==> config.mk <==
export PLATFORM = sky130hd
export DESIGN_NAME = req_buf_top
export DESIGN_NICKNAME = d
export VERILOG_FILES = /design/src/req_buf_pkg.sv /design/src/fifo_lutram_base.sv /design/src/fifo_lutram.sv /design/src/req_steer.sv /design/src/req_arbiter.sv /design/src/req_buf_top.sv
export SDC_FILE = /design/constraint.sdc
export NUM_CORES = 1
export LEC_CHECK = 0
export BUFFER_PORTS_ARGS = -buffer_cell sky130_fd_sc_hd__buf_2
export CORE_ASPECT_RATIO = 1.5
export CORE_MARGIN = 10
export CORE_UTILIZATION = 56
export DETAILED_ROUTE_END_ITERATION = 12
export PLACE_DENSITY = 0.72
export SLEW_MARGIN = 20
export SYNTH_ARGS = -nofsm -noshare
export SYNTH_HDL_FRONTEND = slang
export SYNTH_SLANG_ARGS = --single-unit
==> constraint.sdc <==
create_clock -name clk -period 7.5 [get_ports clk]
set_input_delay 1.125 -clock clk [delete_from_list [all_inputs] [get_ports clk]]
set_output_delay 1.125 -clock clk [all_outputs]
set_load 0.03 [all_outputs]
==> src/req_buf_pkg.sv <==
////////////////////////////////////////
// Request buffer package
// Lane count, payload width, per-lane FIFO sizing and the vector
// types shared by the steer stage, the lanes and the arbiter
////////////////////////////////////////

package req_buf_pkg;

    // Number of independent request lanes
    localparam int N_LANES = 4;

    // Bits needed to name one lane
    localparam int LANE_IDX_BITS = 2;

    // Width of one request payload
    localparam int REQ_DATA_BITS = 32;

    // Entries in the base queue of each lane
    // The output register of a lane adds one more slot on top of these
    localparam int LANE_DEPTH = 8;

    // A lane reports almost-full once this many base slots or fewer are free
    // Two slots cover the request sitting in the steer register plus one
    // more that the source may already have issued
    localparam int LANE_THRESHOLD = 2;

    // A lane number, as carried with each request
    typedef logic [LANE_IDX_BITS-1:0] t_lane_idx;

    // One request payload
    typedef logic [REQ_DATA_BITS-1:0] t_req_data;

    // One bit per lane, used for enables and for status flags
    typedef logic [N_LANES-1:0] t_lane_mask;

endpackage

==> src/fifo_lutram_base.sv <==
////////////////////////////////////////
// LUT-RAM FIFO base
// Circular queue in distributed RAM with a live-entry counter and
// registered not_full, almost_full and not_empty flags
////////////////////////////////////////

`timescale 1ns/1ps

module fifo_lutram_base
#(
    parameter int N_DATA_BITS = 32,
    parameter int N_ENTRIES   = 2,
    parameter int THRESHOLD   = 1
)
(
    input  logic                   clk,
    input  logic                   reset,

    input  logic [N_DATA_BITS-1:0] enq_data,
    input  logic                   enq_en,
    output logic                   not_full,
    output logic                   almost_full,

    output logic [N_DATA_BITS-1:0] first,
    input  logic                   deq_en,
    output logic                   not_empty
);

    // Index into the storage array
    typedef logic [$clog2(N_ENTRIES)-1:0] t_idx;

    // Live-entry count, wide enough to hold both 0 and N_ENTRIES
    typedef logic [$clog2(N_ENTRIES+1)-1:0] t_counter;

    // Storage is small and read asynchronously, so it maps to LUT RAM
    logic [N_DATA_BITS-1:0] data [0:N_ENTRIES-1];

    t_idx     wr_idx;
    t_idx     rd_idx;
    t_counter valid_cnt;
    t_counter valid_cnt_next;

    // The head of the queue is always visible at the read index
    assign first = data[rd_idx];

    // Payload write, no reset needed on the array itself
    always_ff @(posedge clk)
    begin
        if (enq_en)
        begin
            data[wr_idx] <= enq_data;
        end
    end

    // Write index moves on every enq and wraps at the last entry
    always_ff @(posedge clk)
    begin
        if (reset)
        begin
            wr_idx <= '0;
        end
        else if (enq_en)
        begin
            wr_idx <= (wr_idx == t_idx'(N_ENTRIES-1)) ? '0 : wr_idx + t_idx'(1);
        end
    end

    // Read index moves on every deq and wraps the same way
    always_ff @(posedge clk)
    begin
        if (reset)
        begin
            rd_idx <= '0;
        end
        else if (deq_en)
        begin
            rd_idx <= (rd_idx == t_idx'(N_ENTRIES-1)) ? '0 : rd_idx + t_idx'(1);
        end
    end

    // Next count, unchanged when enq and deq happen together
    always_comb
    begin
        valid_cnt_next = valid_cnt;
        if (enq_en && !deq_en)
        begin
            valid_cnt_next = valid_cnt + t_counter'(1);
        end
        else if (deq_en && !enq_en)
        begin
            valid_cnt_next = valid_cnt - t_counter'(1);
        end
    end

    // Flags come from the next count so they are exact one cycle after a change
    always_ff @(posedge clk)
    begin
        if (reset)
        begin
            valid_cnt   <= '0;
            not_full    <= 1'b1;
            almost_full <= 1'b0;
            not_empty   <= 1'b0;
        end
        else
        begin
            valid_cnt   <= valid_cnt_next;
            not_full    <= (valid_cnt_next != t_counter'(N_ENTRIES));
            almost_full <= (valid_cnt_next >= t_counter'(N_ENTRIES - THRESHOLD));
            not_empty   <= (valid_cnt_next != t_counter'(0));
        end
    end

endmodule

==> src/fifo_lutram.sv <==
////////////////////////////////////////
// LUT-RAM FIFO
// Base queue with an optional output register in front of first
////////////////////////////////////////

`timescale 1ns/1ps

module fifo_lutram
#(
    parameter int N_DATA_BITS     = 32,
    parameter int N_ENTRIES       = 2,
    parameter int THRESHOLD       = 1,
    // Nonzero adds a registered output stage
    parameter int REGISTER_OUTPUT = 0
)
(
    input  logic                   clk,
    input  logic                   reset,

    input  logic [N_DATA_BITS-1:0] enq_data,
    input  logic                   enq_en,
    output logic                   not_full,
    output logic                   almost_full,

    output logic [N_DATA_BITS-1:0] first,
    input  logic                   deq_en,
    output logic                   not_empty
);

    logic                   base_deq;
    logic                   base_not_empty;
    logic [N_DATA_BITS-1:0] base_first;

    // Full and almost-full always describe the base queue only
    fifo_lutram_base
    #(
        .N_DATA_BITS (N_DATA_BITS),
        .N_ENTRIES   (N_ENTRIES),
        .THRESHOLD   (THRESHOLD)
    )
    base
    (
        .clk         (clk),
        .reset       (reset),
        .enq_data    (enq_data),
        .enq_en      (enq_en),
        .not_full    (not_full),
        .almost_full (almost_full),
        .first       (base_first),
        .deq_en      (base_deq),
        .not_empty   (base_not_empty)
    );

    generate
        if (REGISTER_OUTPUT == 0)
        begin : g_direct
            // Head of the base queue goes straight out
            assign first     = base_first;
            assign not_empty = base_not_empty;
            assign base_deq  = deq_en;
        end
        else
        begin : g_registered
            logic [N_DATA_BITS-1:0] out_reg;
            logic                   out_valid;

            assign first     = out_reg;
            assign not_empty = out_valid;

            // Pull from the base whenever the register is free or being emptied
            assign base_deq = base_not_empty && (deq_en || !out_valid);

            always_ff @(posedge clk)
            begin
                if (reset)
                begin
                    out_valid <= 1'b0;
                end
                else if (deq_en || !out_valid)
                begin
                    out_valid <= base_not_empty;
                end
            end

            // Payload only, loaded under the same condition as the valid bit
            always_ff @(posedge clk)
            begin
                if (deq_en || !out_valid)
                begin
                    out_reg <= base_first;
                end
            end
        end
    endgenerate

endmodule

==> src/req_steer.sv <==
////////////////////////////////////////
// Request steer stage
// Registers each request, decodes its lane to a one-hot enq and
// flags a write to a full lane with a sticky error
////////////////////////////////////////

`timescale 1ns/1ps

module req_steer
(
    input  logic                    clk,
    input  logic                    reset,

    input  logic                    in_en,
    input  req_buf_pkg::t_lane_idx  in_lane,
    input  req_buf_pkg::t_req_data  in_data,

    input  req_buf_pkg::t_lane_mask lane_not_full,
    output req_buf_pkg::t_lane_mask lane_enq_en,
    output req_buf_pkg::t_req_data  lane_enq_data,

    output logic                    overflow_err
);

    import req_buf_pkg::*;

    logic       req_valid;
    t_lane_idx  req_lane;
    t_req_data  req_data;
    t_lane_mask req_onehot;
    logic       req_blocked;

    // Request register, only the valid bit is control state
    always_ff @(posedge clk)
    begin
        if (reset)
        begin
            req_valid <= 1'b0;
        end
        else
        begin
            req_valid <= in_en;
        end
    end

    always_ff @(posedge clk)
    begin
        req_lane <= in_lane;
        req_data <= in_data;
    end

    // Lane number to one-hot, zero when nothing is held
    assign req_onehot = req_valid ? (t_lane_mask'(1) << req_lane) : '0;

    // A held request that meets a full lane is dropped and counted as an error
    assign req_blocked   = |(req_onehot & ~lane_not_full);
    assign lane_enq_en   = req_onehot & lane_not_full;
    assign lane_enq_data = req_data;

    // Error stays set until reset
    always_ff @(posedge clk)
    begin
        if (reset)
        begin
            overflow_err <= 1'b0;
        end
        else if (req_blocked)
        begin
            overflow_err <= 1'b1;
        end
    end

endmodule

==> src/req_arbiter.sv <==
////////////////////////////////////////
// Round-robin lane arbiter
// Drains one not-empty lane per cycle toward a single output port
// and holds off while downstream reports almost-full
////////////////////////////////////////

`timescale 1ns/1ps

module req_arbiter
(
    input  logic                                           clk,
    input  logic                                           reset,

    input  req_buf_pkg::t_lane_mask                        lane_not_empty,
    input  req_buf_pkg::t_req_data [req_buf_pkg::N_LANES-1:0] lane_first,
    input  logic                                           out_almost_full,

    output req_buf_pkg::t_lane_mask                        lane_deq_en,

    output logic                                           out_en,
    output req_buf_pkg::t_lane_idx                         out_lane,
    output req_buf_pkg::t_req_data                         out_data
);

    import req_buf_pkg::*;

    // Lane that won the most recent grant
    t_lane_idx last_grant;
    logic      grant_valid;
    t_lane_idx grant_lane;

    // Search starts one past the last winner and wraps once around all lanes
    always_comb
    begin
        grant_valid = 1'b0;
        grant_lane  = last_grant;
        if (!out_almost_full)
        begin
            for (int i = 1; i <= N_LANES; i++)
            begin
                if (!grant_valid && lane_not_empty[(int'(last_grant) + i) % N_LANES])
                begin
                    grant_valid = 1'b1;
                    grant_lane  = t_lane_idx'((int'(last_grant) + i) % N_LANES);
                end
            end
        end
    end

    // Deq goes out in the same cycle as the decision
    assign lane_deq_en = grant_valid ? (t_lane_mask'(1) << grant_lane) : '0;

    // Pointer starts on the last lane so lane 0 is served first after reset
    always_ff @(posedge clk)
    begin
        if (reset)
        begin
            last_grant <= t_lane_idx'(N_LANES - 1);
            out_en     <= 1'b0;
        end
        else
        begin
            out_en <= grant_valid;
            if (grant_valid)
            begin
                last_grant <= grant_lane;
            end
        end
    end

    // Output payload, qualified by out_en
    always_ff @(posedge clk)
    begin
        if (grant_valid)
        begin
            out_lane <= grant_lane;
            out_data <= lane_first[grant_lane];
        end
    end

endmodule

==> src/req_buf_top.sv <==
////////////////////////////////////////
// Four-lane request buffer
// Steer stage into per-lane LUT-RAM FIFOs, drained by a
// round-robin arbiter toward one output port
////////////////////////////////////////

`timescale 1ns/1ps

module req_buf_top
(
    input  logic                    clk,
    input  logic                    reset,

    input  logic                    in_en,
    input  req_buf_pkg::t_lane_idx  in_lane,
    input  req_buf_pkg::t_req_data  in_data,
    output req_buf_pkg::t_lane_mask in_almost_full,
    output logic                    overflow_err,

    input  logic                    out_almost_full,
    output logic                    out_en,
    output req_buf_pkg::t_lane_idx  out_lane,
    output req_buf_pkg::t_req_data  out_data
);

    import req_buf_pkg::*;

    t_lane_mask                lane_enq_en;
    t_req_data                 lane_enq_data;
    t_lane_mask                lane_not_full;
    t_lane_mask                lane_not_empty;
    t_lane_mask                lane_deq_en;
    t_req_data [N_LANES-1:0]   lane_first;

    req_steer steer
    (
        .clk           (clk),
        .reset         (reset),
        .in_en         (in_en),
        .in_lane       (in_lane),
        .in_data       (in_data),
        .lane_not_full (lane_not_full),
        .lane_enq_en   (lane_enq_en),
        .lane_enq_data (lane_enq_data),
        .overflow_err  (overflow_err)
    );

    // One queue per lane, all fed from the shared steer data
    // Each lane's almost-full goes straight back to the source
    for (genvar i = 0; i < N_LANES; i++)
    begin : g_lane
        fifo_lutram
        #(
            .N_DATA_BITS     (REQ_DATA_BITS),
            .N_ENTRIES       (LANE_DEPTH),
            .THRESHOLD       (LANE_THRESHOLD),
            .REGISTER_OUTPUT (1)
        )
        lane_fifo
        (
            .clk         (clk),
            .reset       (reset),
            .enq_data    (lane_enq_data),
            .enq_en      (lane_enq_en[i]),
            .not_full    (lane_not_full[i]),
            .almost_full (in_almost_full[i]),
            .first       (lane_first[i]),
            .deq_en      (lane_deq_en[i]),
            .not_empty   (lane_not_empty[i])
        );
    end

    req_arbiter arbiter
    (
        .clk             (clk),
        .reset           (reset),
        .lane_not_empty  (lane_not_empty),
        .lane_first      (lane_first),
        .out_almost_full (out_almost_full),
        .lane_deq_en     (lane_deq_en),
        .out_en          (out_en),
        .out_lane        (out_lane),
        .out_data        (out_data)
    );

endmodule

# Word-level counts from Yosys, hierarchy flattened
# Memories as Yosys holds them, arrays and structs flattened. A register that Yosys moved wholly into a read port is not among the register bits.
# Index checks and enable logic that the tools add are counted.
[totals] ff_bits=129 ramBits=1024 inputBits=38 output_inout_bits=40 word_cells=186 memories=4
[classes] add_sub_neg=20 n_lt_le_gt_ge=9 n_eq_ne=12 shift=2 muxes=53 bitwise_logic=7 n_reduce_logical=43
[memory_table] name="g_lane[0].lane_fifo.base.data" depth=8 word_bits=32 rd=1 rd_clocked_by_memory_dff=1 wr=1 line="fifo_lutram_base.sv:36" rtl="logic [N_DATA_BITS-1:0] data [0:N_ENTRIES-1];"
[memory_table] name="g_lane[1].lane_fifo.base.data" depth=8 word_bits=32 rd=1 rd_clocked_by_memory_dff=1 wr=1 line="fifo_lutram_base.sv:36"
[memory_table] name="g_lane[2].lane_fifo.base.data" depth=8 word_bits=32 rd=1 rd_clocked_by_memory_dff=1 wr=1 line="fifo_lutram_base.sv:36"
[memory_table] name="g_lane[3].lane_fifo.base.data" depth=8 word_bits=32 rd=1 rd_clocked_by_memory_dff=1 wr=1 line="fifo_lutram_base.sv:36"
[ops] op="$bmux 32 s2" count=1
[ops] op="$mux 4" count=10
[ops] op="$mux 32" count=1
[ops] op="$add 3x1->3 const B" count=8
[ops] op="$eq 3x3->1 const B" count=8
[ops] op="$mux 1" count=24
[ops] op="$mux 3" count=8
[ops] op="$add 4x1->4 const B" count=4
[ops] op="$ge 4x3->1 const B" count=4
[ops] op="$lt 3x4->1 const B" count=4
[ops] op="$ne 4x4->1 const B" count=4
[ops] op="$reduce_bool 4->1" count=4
[ops] op="$sub 4x1->4 const B" count=4
[ops] op="$logic_and 1x1->1" count=15
[ops] op="$logic_not 1->1" count=15
[ops] op="$mux 2" count=5
[ops] op="$and 4x4->4" count=2
[ops] op="$bmux 1 s2" count=4
[ops] op="$reduce_or 2->1" count=4
[ops] op="$shl 1x2->4 const A" count=2
[ops] op="$add 2x1->2 const B" count=2
[ops] op="$add 2x2->2 const B" count=2
[ops] op="$and 1x1->1 const A" count=4
[ops] op="$logic_or 1x1->1" count=4
[ops] op="3 further kinds" count=3

# Depth between registers and ports, before layout
[logic_depth] ltp_word=28 mapped_depth=11

# By module
# A second synthesis with hierarchy kept.
[hier_totals] cells_unflattened=2341 hier_area_um2=49815.3
[by_module_without_submodules] module="fifo_lutram_base (g_lane[1].lane_fifo.base ...)" n_inst=3 cells_per_inst=457 area_each_um2=10346.2
[by_module_without_submodules] module="fifo_lutram_base (g_lane[0].lane_fifo.base)" n_inst=1 cells_per_inst=459 area_each_um2=10338.7
[by_module_without_submodules] module="fifo_lutram" n_inst=4 cells_per_inst=37 area_each_um2=1016.0
[by_module_without_submodules] module="req_arbiter" n_inst=1 cells_per_inst=312 area_each_um2=3549.7
[by_module_without_submodules] module="req_steer" n_inst=1 cells_per_inst=51 area_each_um2=824.5

# Worst setup path after synthesis
# Ideal clock, no wire load.
[synth_timing] path_type="input to register" start="input out_almost_full" end="register g_lane[0].lane_fifo.base.almost_full" arrival_ns=6.865 required_time_ns=7.366 slack_ns=0.501 stages=9 cell_sequence="clkbuf_1 -> nor2_1 -> nand2_1 -> o31ai_1 -> nand2_1 -> buf_2 -> mux2i_1 -> mux2i_1 -> o22ai_1"
[synth_via] elab_cells_between_ends=12 classes_between="order compare (1); shift (1); mux (5); reduce/logical (5)"
[synth_rtl] element="start, declared" line="req_buf_top.sv:20" rtl="input logic out_almost_full,"
[synth_rtl] element="$mux 1 (*)" line="req_arbiter.sv:37" rtl="if (!out_almost_full)"
[synth_rtl] element="named net arbiter.grant_valid" line="req_arbiter.sv:29" rtl="logic grant_valid;"
[synth_rtl] element="$mux 4 (*)" line="req_arbiter.sv:51" rtl="assign lane_deq_en = grant_valid ? (t_lane_mask'(1) << grant_lane) : '0;"
[synth_rtl] element="$logic_or 1x1->1 (*)" line="fifo_lutram.sv:71" rtl="assign base_deq = base_not_empty && (deq_en || !out_valid);"
[synth_rtl] element="$logic_and 1x1->1 (*)" line="fifo_lutram.sv:71"
[synth_rtl] element="$logic_and 1x1->1 / $logic_not 1->1 (equally long branches)" line="fifo_lutram_base.sv:89, fifo_lutram_base.sv:85"
[synth_rtl] element="$mux 4 / $logic_and 1x1->1 (equally long branches)" line="fifo_lutram_base.sv:89, fifo_lutram_base.sv:85"
[synth_rtl] element="$mux 4 (*)" line="fifo_lutram_base.sv:85" rtl="if (enq_en && !deq_en)"
[synth_rtl] element="$ge 4x3->1 (*)" line="fifo_lutram_base.sv:109" rtl="almost_full <= (valid_cnt_next >= t_counter'(N_ENTRIES - THRESHOLD));"
[synth_rtl] element="end signal, assigned" line="fifo_lutram_base.sv:109"
[synth_rtl] element="end, declared" line="fifo_lutram_base.sv:22" rtl="output logic almost_full,"
# Mark *: on every way through the listed nets, which the timed path passes. The rest lies on a longest branch.
# A chain may end at the register's enable or synchronous reset.

# Final worst setup path
[layout_timing] start="register g_lane[1].lane_fifo.g_registered.out_valid" end="register g_lane[2].lane_fifo.base.not_full"
[layout_via] elab_chain_cells=25 elab_cells_between_ends=41 classes_between="eq/ne (1); shift (1); mux (28); reduce/logical (11)"
[layout_rtl] element="start, declared" line="fifo_lutram.sv:65" rtl="logic out_valid;"
[layout_rtl] element="start signal, assigned" line="fifo_lutram.sv:81" rtl="out_valid <= base_not_empty;"
[layout_rtl] element="$bmux 1 s2" line="req_arbiter.sv:41" rtl="if (!grant_valid && lane_not_empty[(int'(last_grant) + i) % N_LANES])"
[layout_rtl] element="$mux 1 (implied by the code) (2 in series)" line="req_arbiter.sv:41"
[layout_rtl] element="$mux 1" line="req_arbiter.sv:41"
[layout_rtl] element="$mux 1" line="req_arbiter.sv:37"
[layout_rtl] element="$logic_not 1->1" line="req_arbiter.sv:41"
[layout_rtl] element="$logic_and 1x1->1" line="req_arbiter.sv:41"
[layout_rtl] element="$mux 1" line="req_arbiter.sv:41"
[layout_rtl] element="$mux 1" line="req_arbiter.sv:37"
[layout_rtl] element="(+8 left out)"
[layout_rtl] element="$shl 1x2->4" line="req_arbiter.sv:51"
[layout_rtl] element="$mux 4 (*)" line="req_arbiter.sv:51"
[layout_rtl] element="$logic_or 1x1->1 (*)" line="fifo_lutram.sv:71"
[layout_rtl] element="$logic_and 1x1->1 (*)" line="fifo_lutram.sv:71"
[layout_rtl] element="$logic_and 1x1->1 / $logic_not 1->1 (equally long branches)" line="fifo_lutram_base.sv:89, fifo_lutram_base.sv:85"
[layout_rtl] element="$mux 4 / $logic_and 1x1->1 (equally long branches)" line="fifo_lutram_base.sv:89, fifo_lutram_base.sv:85"
[layout_rtl] element="$mux 4 (*)" line="fifo_lutram_base.sv:85"
[layout_rtl] element="$ne 4x4->1 (*)" line="fifo_lutram_base.sv:108" rtl="not_full <= (valid_cnt_next != t_counter'(N_ENTRIES));"
[layout_rtl] element="end signal, assigned" line="fifo_lutram_base.sv:108"
[layout_rtl] element="end, declared" line="fifo_lutram_base.sv:21" rtl="output logic not_full,"
# Every way passes the cells marked *; elsewhere a longest branch is shown, timed or not. The select of a mux whose other input is x is not followed.

==> impl_metrics.toml <==
[grt]
overflow = 0
grt_pass1_wl_um = 156000
antenna_found_initial = 3
grt_max_degree = 67
grt_pass1_vias = 24028
grt_usage = 0.216

[final_layout]
final_cell_mix = "edfxtp_1, mux4_2, nand2_1"
num_antenna_cells = 0
layout-drive-gt1-share = 0.297
areaGrowthSynthToFinish_pct = 11.7
final_cells = 3704
mostFrequentLayoutCell = "edfxtp_1"
nets = 2531

[die]
rows = 132
die_height_um = 380
die_x_um = 260
core-area_sq_um = 86000
start_util = 0.562
io_pins = 78
die_area_sq_um = 98800

[sta]
tightestPinTransition_ns = 1.15
clock_skew_ns = 0.0261
hold_viol = 0
fin_crit_ns = 4.06
slew_violations = 0
finalCritPeriodShare = 0.541
rsz0062_at_grt = "false"
slew_headroom = 0.231
finalSetupTns_ns = 0
max_freq_mhz = 247
setup_viol = 0

[worst_setup_path]
critical_path_buf_inv_count = 1
crit_chain = "or3b_1 > a2111o_1 > and4b_4 > o41ai_4 > buf_4 > a21oi_1 > a31oi_1 > xor2_1 > or3b_1"
crit_slowest_cell = "o41ai_4"
endpoint_kind = "register"
worst-path-max-fanout = 27
critical-path-max-stage-delay_ns = 0.88
crit_family = "compound AO/OA/AOI/OAI gates"
criticalPathCategory = "reg2reg"
required_ns = 8.07
worstPathArrival_ns = 4.63
cp-start-kind = "register"
crit_top_cell = "or3b_1"

[cts]
path_clk_slew_ns = 0.07
hold_buffers = 0
cts_max_path_buffers = 3
cts.sinks = 1281
cts-resized-gates = 0
cts_buffers = 112
post-cts-setup-buffer-count = 0
htreeDepth = 3
cts_tree = "done"
root_buffer = "clkbuf_16"
clkLatencyLatePin_ns = 0.71

[synthesis]
ys_warn_count = 0
syn_area_sq_um = 48400
synthArstFlopShare = 0
synthTopCellsByArea = "edfxtp_1, mux4_2, dfxtp_1, mux2_2, nand2_1"
syn_nets = 2410
synth_cell_type_count = 57
yosysSeqAreaShare = 0.775
syn-instance-count = 2348
yosysTopAreaCell = "edfxtp_1"
synth_top_area_frac = 0.736
synth.avg_cell_area_sq_um = 20.6
synth-edff-count = 1186
synth_flop_cell = "edfxtp_1"
synth_seq_cells = 1281

[drt]
final_antenna_net_count = 0
firstDrtPassIters = 5
wl_um = 105000
via_per_inst = 6.17
remaining_drc_errors = 0
vias = 22853
avgRoutedWirePerCell_um = 28.3
drt-initial-drc-count = 2127

[placement]
placedCellCount = 3494
dpl.hpwl_um = 60400
place.gp.congestion = 0.857
port_buffers = 77

[pwr]
power_switching_uw = 4860
p_leak_uw = 0.0173
p_seq_frac = 0.510
p_clk_frac = 0.314
p_sw_frac = 0.268
p_per_area_nw_per_um2 = 335
pwr-share-comb = 0.176
p_int_uw = 13200
ir_drop_mv = 0.266

[flow_run]
drv_cap = 0

[status]
status = "complete, no violations"

[min_path]
min_path_type = "reg2reg"
## cells in the mapped netlist (5+ instances only)
master / count
xnor2_1: 12
nand3_1: 14
clkbuf_1: 71
nand4_1: 6
o31ai_1: 5
ha_1: 24
buf_1: 43
dfxtp_1: 95
a21oi_1: 35
or3_1: 8
mux2i_1: 17
nand2_1: 176
nand2b_1: 8
buf_2: 6
a31oi_1: 37
nor2_1: 55
nor4_1: 7
nor3_1: 25
mux2_2: 130
mux4_2: 257
nor2b_1: 8
nor3b_1: 7
and3_1: 33
edfxtp_1: 1186
inv_1: 24
## worst reg2reg max path, cell delays in order (launching register included)
cell and delay (ns):
dfxtp_1 0.58, or3b_1 0.40, a2111o_1 0.47, and4b_4 0.25, o41ai_4 0.88, buf_4 0.52, a21oi_1 0.13, a31oi_1 0.18
xor2_1 0.15, or3b_1 0.38
## sequential cells by signal, summed over array words and instances (netlist names), 12 cells and up
signal,cells
g_lane.lane_fifo.first,128
arbiter.out_data,32
g_lane.lane_fifo.base.valid_cnt,16
g_lane.lane_fifo.base.rd_idx,12
steer.lane_enq_data,32
g_lane.lane_fifo.base.wr_idx,12
g_lane.lane_fifo.base.data,1024
## worst paths after layout
kind | slack [ns] | startpoint | endpoint | depth (start not counted)
setup / recovery | 3.44 | g_lane[1].lane_fifo.not_empty$_SDFFE_PP0N_ | g_lane[2].lane_fifo.base.not_full$_SDFF_PP1_ | 9
hold / removal | 0.50 | steer.overflow_err$_SDFFE_PP0P_ | steer.overflow_err$_SDFFE_PP0P_ | 2
setup reg to reg | 3.44 | g_lane[1].lane_fifo.not_empty$_SDFFE_PP0N_ | g_lane[2].lane_fifo.base.not_full$_SDFF_PP1_ | 9
hold reg to reg | 0.50 | steer.overflow_err$_SDFFE_PP0P_ | steer.overflow_err$_SDFFE_PP0P_ | 2
## area by class of cell
cell class                      count  area, sq um
Fill cell                        5608        32000
Timing Repair Buffer              131          795
Inverter                           24         90.1
Tap cell                         1139         1430
Clock inverter                     72          649
Sequential cell                  1281        37600
Clock buffer                      138         2960
Multi-Input combinational cell    919        10500
## power groups by stage
stage | clock network, uW | logic [uW] | registers [uW]
after floorplan | 0 | 2410 | 9060
after global placement | 0 | 3090 | 9370
after detailed placement | 0 | 3200 | 9390
after CTS | 5780 | 3220 | 9240
after global routing | 6060 | 3470 | 9270
final | 5680 | 3190 | 9240
## metrics by stage
step	hold slack, ns	worst slack, ns	util	instance area, sq um	power (uW)
CTS	0.462	3.49	0.627	54000	18200
global route	0.490	3.25	0.628	54000	18800
detailed placement	0.481	3.34	0.585	50400	12600
finish	0.495	3.44	0.628	54000	18100
global placement	0.488	3.42	0.585	50400	12500
floorplan	0.439	0.501	-	48400	11500
## cells by family (layout without fill, tap and decap cells)
family	after synthesis	after routing	share of synthesized area
flip-flops	1281	1281	0.775
buffers and inverters	148	365	0.0119
AND/OR/NAND/NOR	368	368	0.0358
adder cells (fa/ha/maj)	24	24	0.00621
AO/OA/AOI/OAI	108	108	0.0145
XOR/XNOR	15	15	0.00272
multiplexers	404	404	0.153
## per-layer routing
layer  track usage  part of all wire  up-vias
li1              -                 -     9754
met1         0.262              0.36    12086
met2         0.378              0.54      828
met3        0.0338             0.063      181
met4        0.0883             0.037        4
met5             0           0.00022        -
(Power assumes the default switching activity.)
